`config.mk`:
```
export PLATFORM = sky130hd
export DESIGN_NAME = eth_frame_log
export DESIGN_NICKNAME = d
export VERILOG_FILES = /design/src/design/eth_tag_pkg.sv /design/src/design/eth_log_pkg.sv /design/src/design/eth_byte_if.sv /design/src/design/log_sync_fifo.sv /design/src/design/eth_frame_loop_extract.sv /design/src/design/eth_frame_log.sv
export VERILOG_INCLUDE_DIRS = /design/src /design/src/design
export SDC_FILE = /design/constraint.sdc
export NUM_CORES = 1
export LEC_CHECK = 0
export BUFFER_PORTS_ARGS = -buffer_cell sky130_fd_sc_hd__buf_2
export CAP_MARGIN = 20
export CORE_UTILIZATION = 50
export DETAILED_ROUTE_END_ITERATION = 16
export PLACE_DENSITY = 0.65
export SLEW_MARGIN = 20
export SYNTH_ARGS = -nofsm -noshare
export SYNTH_HDL_FRONTEND = slang
export SYNTH_SLANG_ARGS = --single-unit
```
`constraint.sdc`:
```
create_clock -name clk -period 8.3 [get_ports clk]
set_clock_uncertainty 0.15 [all_clocks]
set_input_delay 0.415 -clock clk [delete_from_list [all_inputs] [get_ports clk]]
set_output_delay 0.415 -clock clk [all_outputs]
set_load 0.01 [all_outputs]
```
`src/design/eth_log_consts.svh`:
```
/*
	Script count, log word width and FIFO depths for the frame log
*/

`ifndef ETH_LOG_CONSTS_SVH
`define ETH_LOG_CONSTS_SVH

// Scripts evaluated in parallel by the upstream matcher
`define ETH_NUM_SCRIPTS 4

// Bits per packed log word, a multiple of 8
`define ETH_LOG_WIDTH 64

// Log words held before the host reader drains them
`define ETH_FRAME_FIFO_DEPTH 16

// Control records, one per captured frame
`define ETH_CTL_FIFO_DEPTH 4

`endif

```
`src/design/eth_tag_pkg.sv`:
```
/*
	Types for the tagged input byte stream
	Per-script flags, full byte tag and script mask
*/

`default_nettype none

`include "eth_log_consts.svh"

package eth_tag_pkg;

	// Flags of one script for the current byte
	typedef struct packed {
		logic param;
		logic instr;
		logic matched;
	} script_flags_t;

	// Script 0 sits just above the FCS flag in bit 0
	typedef struct packed {
		script_flags_t [`ETH_NUM_SCRIPTS-1:0] scripts;
		logic fcs_invalid;
	} byte_tag_t;

	typedef logic [`ETH_NUM_SCRIPTS-1:0] script_mask_t;

endpackage

`default_nettype wire

```
`src/design/eth_log_pkg.sv`:
```
/*
	Types for log words and control records
	Extractor state encoding
*/

`default_nettype none

`include "eth_log_consts.svh"

package eth_log_pkg;

	import eth_tag_pkg::*;

	typedef logic [`ETH_LOG_WIDTH-1:0] log_word_t;
	typedef logic [15:0] byte_count_t;
	typedef logic [63:0] timestamp_t;

	// Mask on top, timestamp at the bottom
	typedef struct packed {
		script_mask_t mask;
		byte_count_t size;
		timestamp_t timestamp;
	} ctl_record_t;

	typedef enum logic [1:0] {
		ST_WAIT_FIFO,
		ST_WRITE_FRAME,
		ST_WRITE_CTL,
		ST_OVERFLOW
	} extract_state_t;

endpackage

`default_nettype wire

```
`src/design/eth_byte_if.sv`:
```
/*
	Tagged byte stream with source and sink modports
*/

`timescale 1ns/1ps
`default_nettype none

interface eth_byte_if import eth_tag_pkg::*; ();

	logic [7:0] data;
	byte_tag_t tag;
	logic last;
	logic valid;

	// No back-pressure, a byte counts whenever valid is high
	modport source (
		output data, tag, last, valid
	);

	modport sink (
		input data, tag, last, valid
	);

endinterface

`default_nettype wire

```
`src/design/log_sync_fifo.sv`:
```
/*
	Single-clock first-word-fall-through FIFO
	Circular buffer with occupancy count, valid/ready on both sides
*/

`timescale 1ns/1ps
`default_nettype none

module log_sync_fifo #(
	parameter int WIDTH = 64,
	parameter int DEPTH = 16
) (
	input wire logic clk,
	input wire logic rst_n,

	input wire logic [WIDTH-1:0] wr_data,
	input wire logic wr_valid,
	output logic wr_ready,

	output logic [WIDTH-1:0] rd_data,
	output logic rd_valid,
	input wire logic rd_ready
);

	localparam int PTR_W = $clog2(DEPTH);
	localparam int CNT_W = $clog2(DEPTH + 1);

	logic [WIDTH-1:0] mem [DEPTH];
	logic [PTR_W-1:0] wr_ptr;
	logic [PTR_W-1:0] rd_ptr;
	logic [CNT_W-1:0] count;
	logic do_wr;
	logic do_rd;

	function automatic logic [PTR_W-1:0] ptr_next(input logic [PTR_W-1:0] ptr);
		return (ptr == PTR_W'(DEPTH - 1)) ? '0 : ptr + 1'b1;
	endfunction

	assign wr_ready = (count != CNT_W'(DEPTH));
	assign rd_valid = (count != '0);
	// Head word is visible before it is popped
	assign rd_data = mem[rd_ptr];

	assign do_wr = wr_valid & wr_ready;
	assign do_rd = rd_valid & rd_ready;

	always_ff @(posedge clk) begin
		if (do_wr) begin
			mem[wr_ptr] <= wr_data;
		end
	end

	always_ff @(posedge clk) begin
		if (!rst_n) begin
			wr_ptr <= '0;
			rd_ptr <= '0;
			count <= '0;
		end else begin
			if (do_wr) begin
				wr_ptr <= ptr_next(wr_ptr);
			end
			if (do_rd) begin
				rd_ptr <= ptr_next(rd_ptr);
			end
			case ({do_wr, do_rd})
				2'b10: count <= count + 1'b1;
				2'b01: count <= count - 1'b1;
				default: count <= count;
			endcase
		end
	end

	a_count_bound: assert property (@(posedge clk) disable iff (!rst_n)
		count <= CNT_W'(DEPTH));

endmodule

`default_nettype wire

```
`src/design/eth_frame_loop_extract.sv`:
```
/*
	Frame extractor with flag decode, capture FSM and word packer
	Builds one control record per frame and counts dropped frames
*/

`timescale 1ns/1ps
`default_nettype none

`include "eth_log_consts.svh"

module eth_frame_loop_extract import eth_tag_pkg::*, eth_log_pkg::*; (
	input wire logic clk,
	input wire logic rst_n,
	input wire logic srst,
	input wire logic enable,
	input wire timestamp_t current_time,

	eth_byte_if.sink byte_in,

	output log_word_t frame_data,
	output logic frame_valid,
	input wire logic frame_ready,

	output ctl_record_t ctl_data,
	output logic ctl_valid,
	input wire logic ctl_ready,

	output logic [63:0] overflow_count
);

	localparam int LANES = `ETH_LOG_WIDTH / 8;
	localparam int LANE_W = $clog2(LANES);

	extract_state_t state;
	logic in_frame;
	byte_count_t byte_cnt;
	logic [`ETH_LOG_WIDTH-9:0] byte_sr;

	script_mask_t script_match;
	script_mask_t extract_hits;
	logic extract_byte;
	logic [LANE_W-1:0] lane;
	logic [LANE_W+2:0] flush_shift;
	logic [7:0] flush_top;
	log_word_t flush_word;
	byte_count_t size_next;
	logic capture;
	logic word_due;
	logic word_drop;
	logic drop_frame;

	always_comb begin
		for (int i = 0; i < `ETH_NUM_SCRIPTS; i++) begin
			script_match[i] = byte_in.tag.scripts[i].matched;
			extract_hits[i] = byte_in.tag.scripts[i].matched &
				byte_in.tag.scripts[i].instr;
		end
	end

	assign extract_byte = |extract_hits;

	// Low bits of the byte count index the next free lane
	assign lane = byte_cnt[LANE_W-1:0];
	assign size_next = byte_cnt + byte_count_t'(extract_byte);

	// Held bytes sit in the top lanes of byte_sr and shift down to lane 0
	assign flush_top = extract_byte ? byte_in.data : 8'h00;
	assign flush_shift = {~lane, 3'b000};
	assign flush_word = {flush_top, byte_sr} >> flush_shift;

	assign capture = (state == ST_WRITE_FRAME) & byte_in.valid;
	assign word_due = capture & ((extract_byte & (&lane)) |
		(byte_in.last & (extract_byte | (lane != '0))));
	assign word_drop = word_due & ~frame_ready;

	// Frame ends outside capture or loses a word to a full FIFO
	assign drop_frame = byte_in.valid & byte_in.last &
		((state != ST_WRITE_FRAME) | word_drop);

	always_ff @(posedge clk) begin
		if (!rst_n) begin
			state <= ST_WAIT_FIFO;
			in_frame <= 1'b0;
			byte_cnt <= '0;
			frame_valid <= 1'b0;
			ctl_valid <= 1'b0;
		end else begin
			if (frame_valid & frame_ready) begin
				frame_valid <= 1'b0;
			end
			if (ctl_valid & ctl_ready) begin
				ctl_valid <= 1'b0;
			end
			if (byte_in.valid) begin
				in_frame <= ~byte_in.last;
			end

			case (state)
				ST_WAIT_FIFO: begin
					byte_cnt <= '0;
					if (enable & frame_ready & ctl_ready &
						~in_frame & ~byte_in.valid) begin
						state <= ST_WRITE_FRAME;
					end
				end

				ST_WRITE_FRAME: begin
					if (byte_in.valid) begin
						if (extract_byte) begin
							byte_cnt <= size_next;
						end
						if (word_due) begin
							if (frame_ready) begin
								frame_data <= flush_word;
								frame_valid <= 1'b1;
							end else begin
								state <= ST_OVERFLOW;
							end
						end
						if (byte_in.last) begin
							state <= ST_WRITE_CTL;
							ctl_valid <= 1'b1;
							ctl_data.mask <= word_drop ? '0 : script_match;
							ctl_data.size <= size_next;
							ctl_data.timestamp <= current_time;
						end
					end else if (~in_frame & ~enable) begin
						state <= ST_WAIT_FIFO;
					end
				end

				ST_WRITE_CTL: begin
					if (ctl_valid & ctl_ready) begin
						state <= ST_WAIT_FIFO;
					end
				end

				ST_OVERFLOW: begin
					// Size stays frozen at the point of the drop
					if (byte_in.valid & byte_in.last) begin
						state <= ST_WRITE_CTL;
						ctl_valid <= 1'b1;
						ctl_data.mask <= '0;
						ctl_data.size <= byte_cnt;
						ctl_data.timestamp <= current_time;
					end
				end

				default: state <= ST_WAIT_FIFO;
			endcase
		end
	end

	always_ff @(posedge clk) begin
		if (capture & extract_byte) begin
			byte_sr <= {byte_in.data, byte_sr[`ETH_LOG_WIDTH-9:8]};
		end
	end

	always_ff @(posedge clk) begin
		if (!rst_n) begin
			overflow_count <= 64'd0;
		end else if (srst) begin
			overflow_count <= 64'd0;
		end else if (drop_frame) begin
			overflow_count <= overflow_count + 64'd1;
		end
	end

	a_frame_hold: assert property (@(posedge clk) disable iff (!rst_n)
		frame_valid && !frame_ready |=> frame_valid && $stable(frame_data));

	a_ctl_pending: assert property (@(posedge clk) disable iff (!rst_n)
		state == ST_WRITE_CTL |-> ctl_valid);

endmodule

`default_nettype wire

```
`src/design/eth_frame_log.sv`:
```
/*
	Frame log capture top: byte interface, extractor, word and record FIFOs
*/

`timescale 1ns/1ps
`default_nettype none

`include "eth_log_consts.svh"

module eth_frame_log import eth_tag_pkg::*, eth_log_pkg::*; (
	input wire logic clk,
	input wire logic rst_n,
	input wire logic srst,
	input wire logic enable,
	input wire timestamp_t current_time,

	input wire logic [7:0] s_data,
	input wire byte_tag_t s_tag,
	input wire logic s_last,
	input wire logic s_valid,

	output log_word_t m_frame_data,
	output logic m_frame_valid,
	input wire logic m_frame_ready,

	output ctl_record_t m_ctl_data,
	output logic m_ctl_valid,
	input wire logic m_ctl_ready,

	output logic [63:0] overflow_count
);

	log_word_t frame_wr_data;
	logic frame_wr_valid;
	logic frame_wr_ready;
	ctl_record_t ctl_wr_data;
	logic ctl_wr_valid;
	logic ctl_wr_ready;

	eth_byte_if byte_bus ();

	assign byte_bus.data = s_data;
	assign byte_bus.tag = s_tag;
	assign byte_bus.last = s_last;
	assign byte_bus.valid = s_valid;

	// Records leave ST_WRITE_CTL as soon as ctl_fifo accepts them
	eth_frame_loop_extract extract (
		.clk(clk),
		.rst_n(rst_n),
		.srst(srst),
		.enable(enable),
		.current_time(current_time),
		.byte_in(byte_bus.sink),
		.frame_data(frame_wr_data),
		.frame_valid(frame_wr_valid),
		.frame_ready(frame_wr_ready),
		.ctl_data(ctl_wr_data),
		.ctl_valid(ctl_wr_valid),
		.ctl_ready(ctl_wr_ready),
		.overflow_count(overflow_count)
	);

	log_sync_fifo #(
		.WIDTH($bits(log_word_t)),
		.DEPTH(`ETH_FRAME_FIFO_DEPTH)
	) frame_fifo (
		.clk(clk),
		.rst_n(rst_n),
		.wr_data(frame_wr_data),
		.wr_valid(frame_wr_valid),
		.wr_ready(frame_wr_ready),
		.rd_data(m_frame_data),
		.rd_valid(m_frame_valid),
		.rd_ready(m_frame_ready)
	);

	log_sync_fifo #(
		.WIDTH($bits(ctl_record_t)),
		.DEPTH(`ETH_CTL_FIFO_DEPTH)
	) ctl_fifo (
		.clk(clk),
		.rst_n(rst_n),
		.wr_data(ctl_wr_data),
		.wr_valid(ctl_wr_valid),
		.wr_ready(ctl_wr_ready),
		.rd_data(m_ctl_data),
		.rd_valid(m_ctl_valid),
		.rd_ready(m_ctl_ready)
	);

endmodule

`default_nettype wire

```
==> impl_metrics.ini <==
[placement]
place_congestion = 0.832
detailed_place_hpwl_um = 79100
port-buffer-count = 301

[timing]
setup_violating_endpoint_count_in_the_final_report = 0
fin_crit_ns = 4.04
grt_setup_unrepaired = false
timing.setup.tns_ns = 0
achievable-frequency_mhz = 248
final_hold_viol_count = 0
slew-limit-headroom_pct = 29.9
slew_viol_final = 0
min_period_over_period_pct = 48.6
tightest_slew_ns = 1.05

[synthesis]
post_syn_instances = 3031
synthFlopType = sky130_fd_sc_hd__edfxtp_1
avgSynthCellArea_um2 = 21.3
synth.lib_cells_used.distinct = 80
synth-seq-cells = 1675
postSynth.asyncResetShare_pct = 0
synth_nets = 3143
synth-seq-area-share_pct = 76.3
synth-edff-count = 1564
synth_largest_area_cell = sky130_fd_sc_hd__edfxtp_1
synthTopCellsByArea = sky130_fd_sc_hd__edfxtp_1 73%, sky130_fd_sc_hd__mux4_2 15%, sky130_fd_sc_hd__dfxtp_1 3.4%
post_synth_instance_area_um2 = 64500
netlist.area_leader.share_pct = 72.8
synthesis.yosys.warnings = 0

[global_route]
grt_start_max_net_pins = 157
grt_remaining_overflow = 0
global_route.usage.met1_pct = 29.7
grtUsageMet3_pct = 3.93
globalRoute.busiestLayer = met2
first_global_vias = 33123
grt_antenna_before_repair = 9
globalRouteTotalUtil_pct = 22.3
grtUsageMet2_pct = 38.1
grt_first_pass_wirelength_um = 214000

[route]
route.antenna.remaining_nets = 0
postRouteWirelength_um = 144000
first_pass_iters = 5
detail_route.wl_per_cell_um = 27.4
drtIter0Drc = 2790
avgViaCountPerCell = 6.05
vias = 31881
drt_drc_violations_left = 0

[clock_network]
postCtsResizedCells = 0
tritoncts = done
ctsHtreeMaxLevel = 4
clock_tree.buffer_depth = 3
total_number_of_clock_tree_sinks = 1675
clk-insertion-delay-late_ns = 0.79
clock-root-buffer = sky130_fd_sc_hd__clkbuf_16
cts_buf_count = 168
postCtsSetupBuffers = 0
cts-hold-fix-buffers = 84
clk_pin_slew_worst_paths_ns = 0.06

[run]
max_cap_viol_count = 0

[floorplanning]
chip_height_um = 361
initial_utilization_pct = 50.5
die_outline_area_um2 = 130000
ios = 307
floorplan.die.width_um = 361
fp.coreArea_um2 = 128000
placementRows = 131

[setup_path]
r2r-end = frame_fifo.mem[11][42]
timing.critical_path.from_type = flop
reg2reg_from = frame_fifo.count[1]
kind_of_end_point_of_the_critical_path = primary output
cp_data_required_time_ns = 7.74
worst_ep_arrival_time_ns = 3.47
path_max_fanout = 48
endpoint = m_frame_data[39]
setup_slack_of_the_worst_register_to_register_path_ns = 4.68
timing.reg2reg.worst_path_depth = 6
critical_path_class = flop to primary output

[finish]
drive_above_1_share_pct = 29.5
final_core_utilization_pct = 58.0
area_growth_pct = 14.8
layout.cells.most_common_list = 1564 x sky130_fd_sc_hd__edfxtp_1, 420 x sky130_fd_sc_hd__mux4_2, 301 x sky130_fd_sc_hd__buf_2
most_common_cell_after_layout_fill_and_taps_aside = sky130_fd_sc_hd__edfxtp_1
layout.nets = 3600

[power]
pwrdens_nw_per_um2 = 226
ir_drop_mv = 0.239
leakage_nw = 23.2

[hold_path]
hold_class = primary input to flop

[run_status]
status = complete, no violations
[where the power goes]
group / switching [W] / internal [W]
clock network: 0.00307 / 0.00418
logic: 0.000177 / 0.000172
registers: 0.0000282 / 0.00914
total: 0.00328 / 0.0135
[kinds of logic after synthesis]
logic type	share of synthesized area, %
buffers and inverters	1.16
adders and majority gates	0.380
and+or+nand+nor	3.25
muxes	15.8
DFF	76.3
AOI/OAI and AO/OA	2.57
xor gates and xnor gates	0.571
[final cells by class]
type	count	area, um2
multi-input cells	1177	14600
diodes	1	2.50
clock buffers	204	4420
repair buffers	436	2800
well taps	1662	2080
fillers	9127	53600
inverters	30	113
clock inverters	82	774
flip-flops and latches	1675	49200
[flip-flops by register name, indices dropped and copies added, names as in the netlist, 3 cells and up, named ones only]
name / flops
extract.byte_cnt: 16
extract.byte_sr: 56
extract.overflow_count: 64
frame_fifo.rd_ptr: 4
extract.frame_data: 64
frame_fifo.count: 5
frame_fifo.wr_ptr: 4
frame_fifo.mem: 1024
extract.ctl_data: 84
ctl_fifo.mem: 336
ctl_fifo.count: 3
[worst min-delay path by stage]
stage,end,cells after the start,from
after floorplan,extract.byte_sr[0],0,extract.byte_sr[8]
after global placement,extract.byte_sr[9],0,extract.byte_sr[17]
after detailed placement,extract.byte_sr[15],0,extract.byte_sr[23]
after CTS,extract.ctl_data[59],2,current_time[59]
after global routing,extract.ctl_data[15],2,current_time[15]
final,extract.ctl_data[28],2,current_time[28]
[critical path, cell delays in order, from the launching register on]
cell and delay (ns):
sky130_fd_sc_hd__dfxtp_4 0.51, sky130_fd_sc_hd__buf_4 0.79, sky130_fd_sc_hd__mux4_2 0.62, sky130_fd_sc_hd__mux4_2 0.55, sky130_fd_sc_hd__buf_2 0.17
[metal layers]
metal | up-vias | part of all wire (%)
met2 | 1059 | 51
met1 | 16952 | 40
met3 | 245 | 6.0
met5 | - | 0.044
met4 | 10 | 2.3
li1 | 13615 | -
[through the flow]
stage	setup slack, ns	instances	total power (W)	area (um2)	hold slack, ns
5_1_grt	3.99	5266	0.0172	74000	0.149
4_1_cts	4.05	5264	0.0169	74000	0.116
2_1_floorplan	1.99	3031	0.00955	64500	0.294
3_5_place_dp	4.59	4894	0.00966	67900	0.314
6_report	4.26	5267	0.0168	74000	0.187
3_3_place_gp	4.62	4894	0.00965	67900	0.305
[synthesized netlist by cell type (all sizes together), types with 16 or more instances]
library cell	count
xor2	16
edfxtp	1564
mux4	420
mux2i	52
mux2	17
nand2	86
or3	22
dfxtp	111
and3	20
ha	18
o31ai	29
nor2	69
nor3	25
a21oi	76
buf	58
nand3	24
or4	25
o21ai	30
xnor2	26
nand4	29
clkbuf	90
and2	41
a22o	18
inv	29
Power figures use the tool's default switching activity.
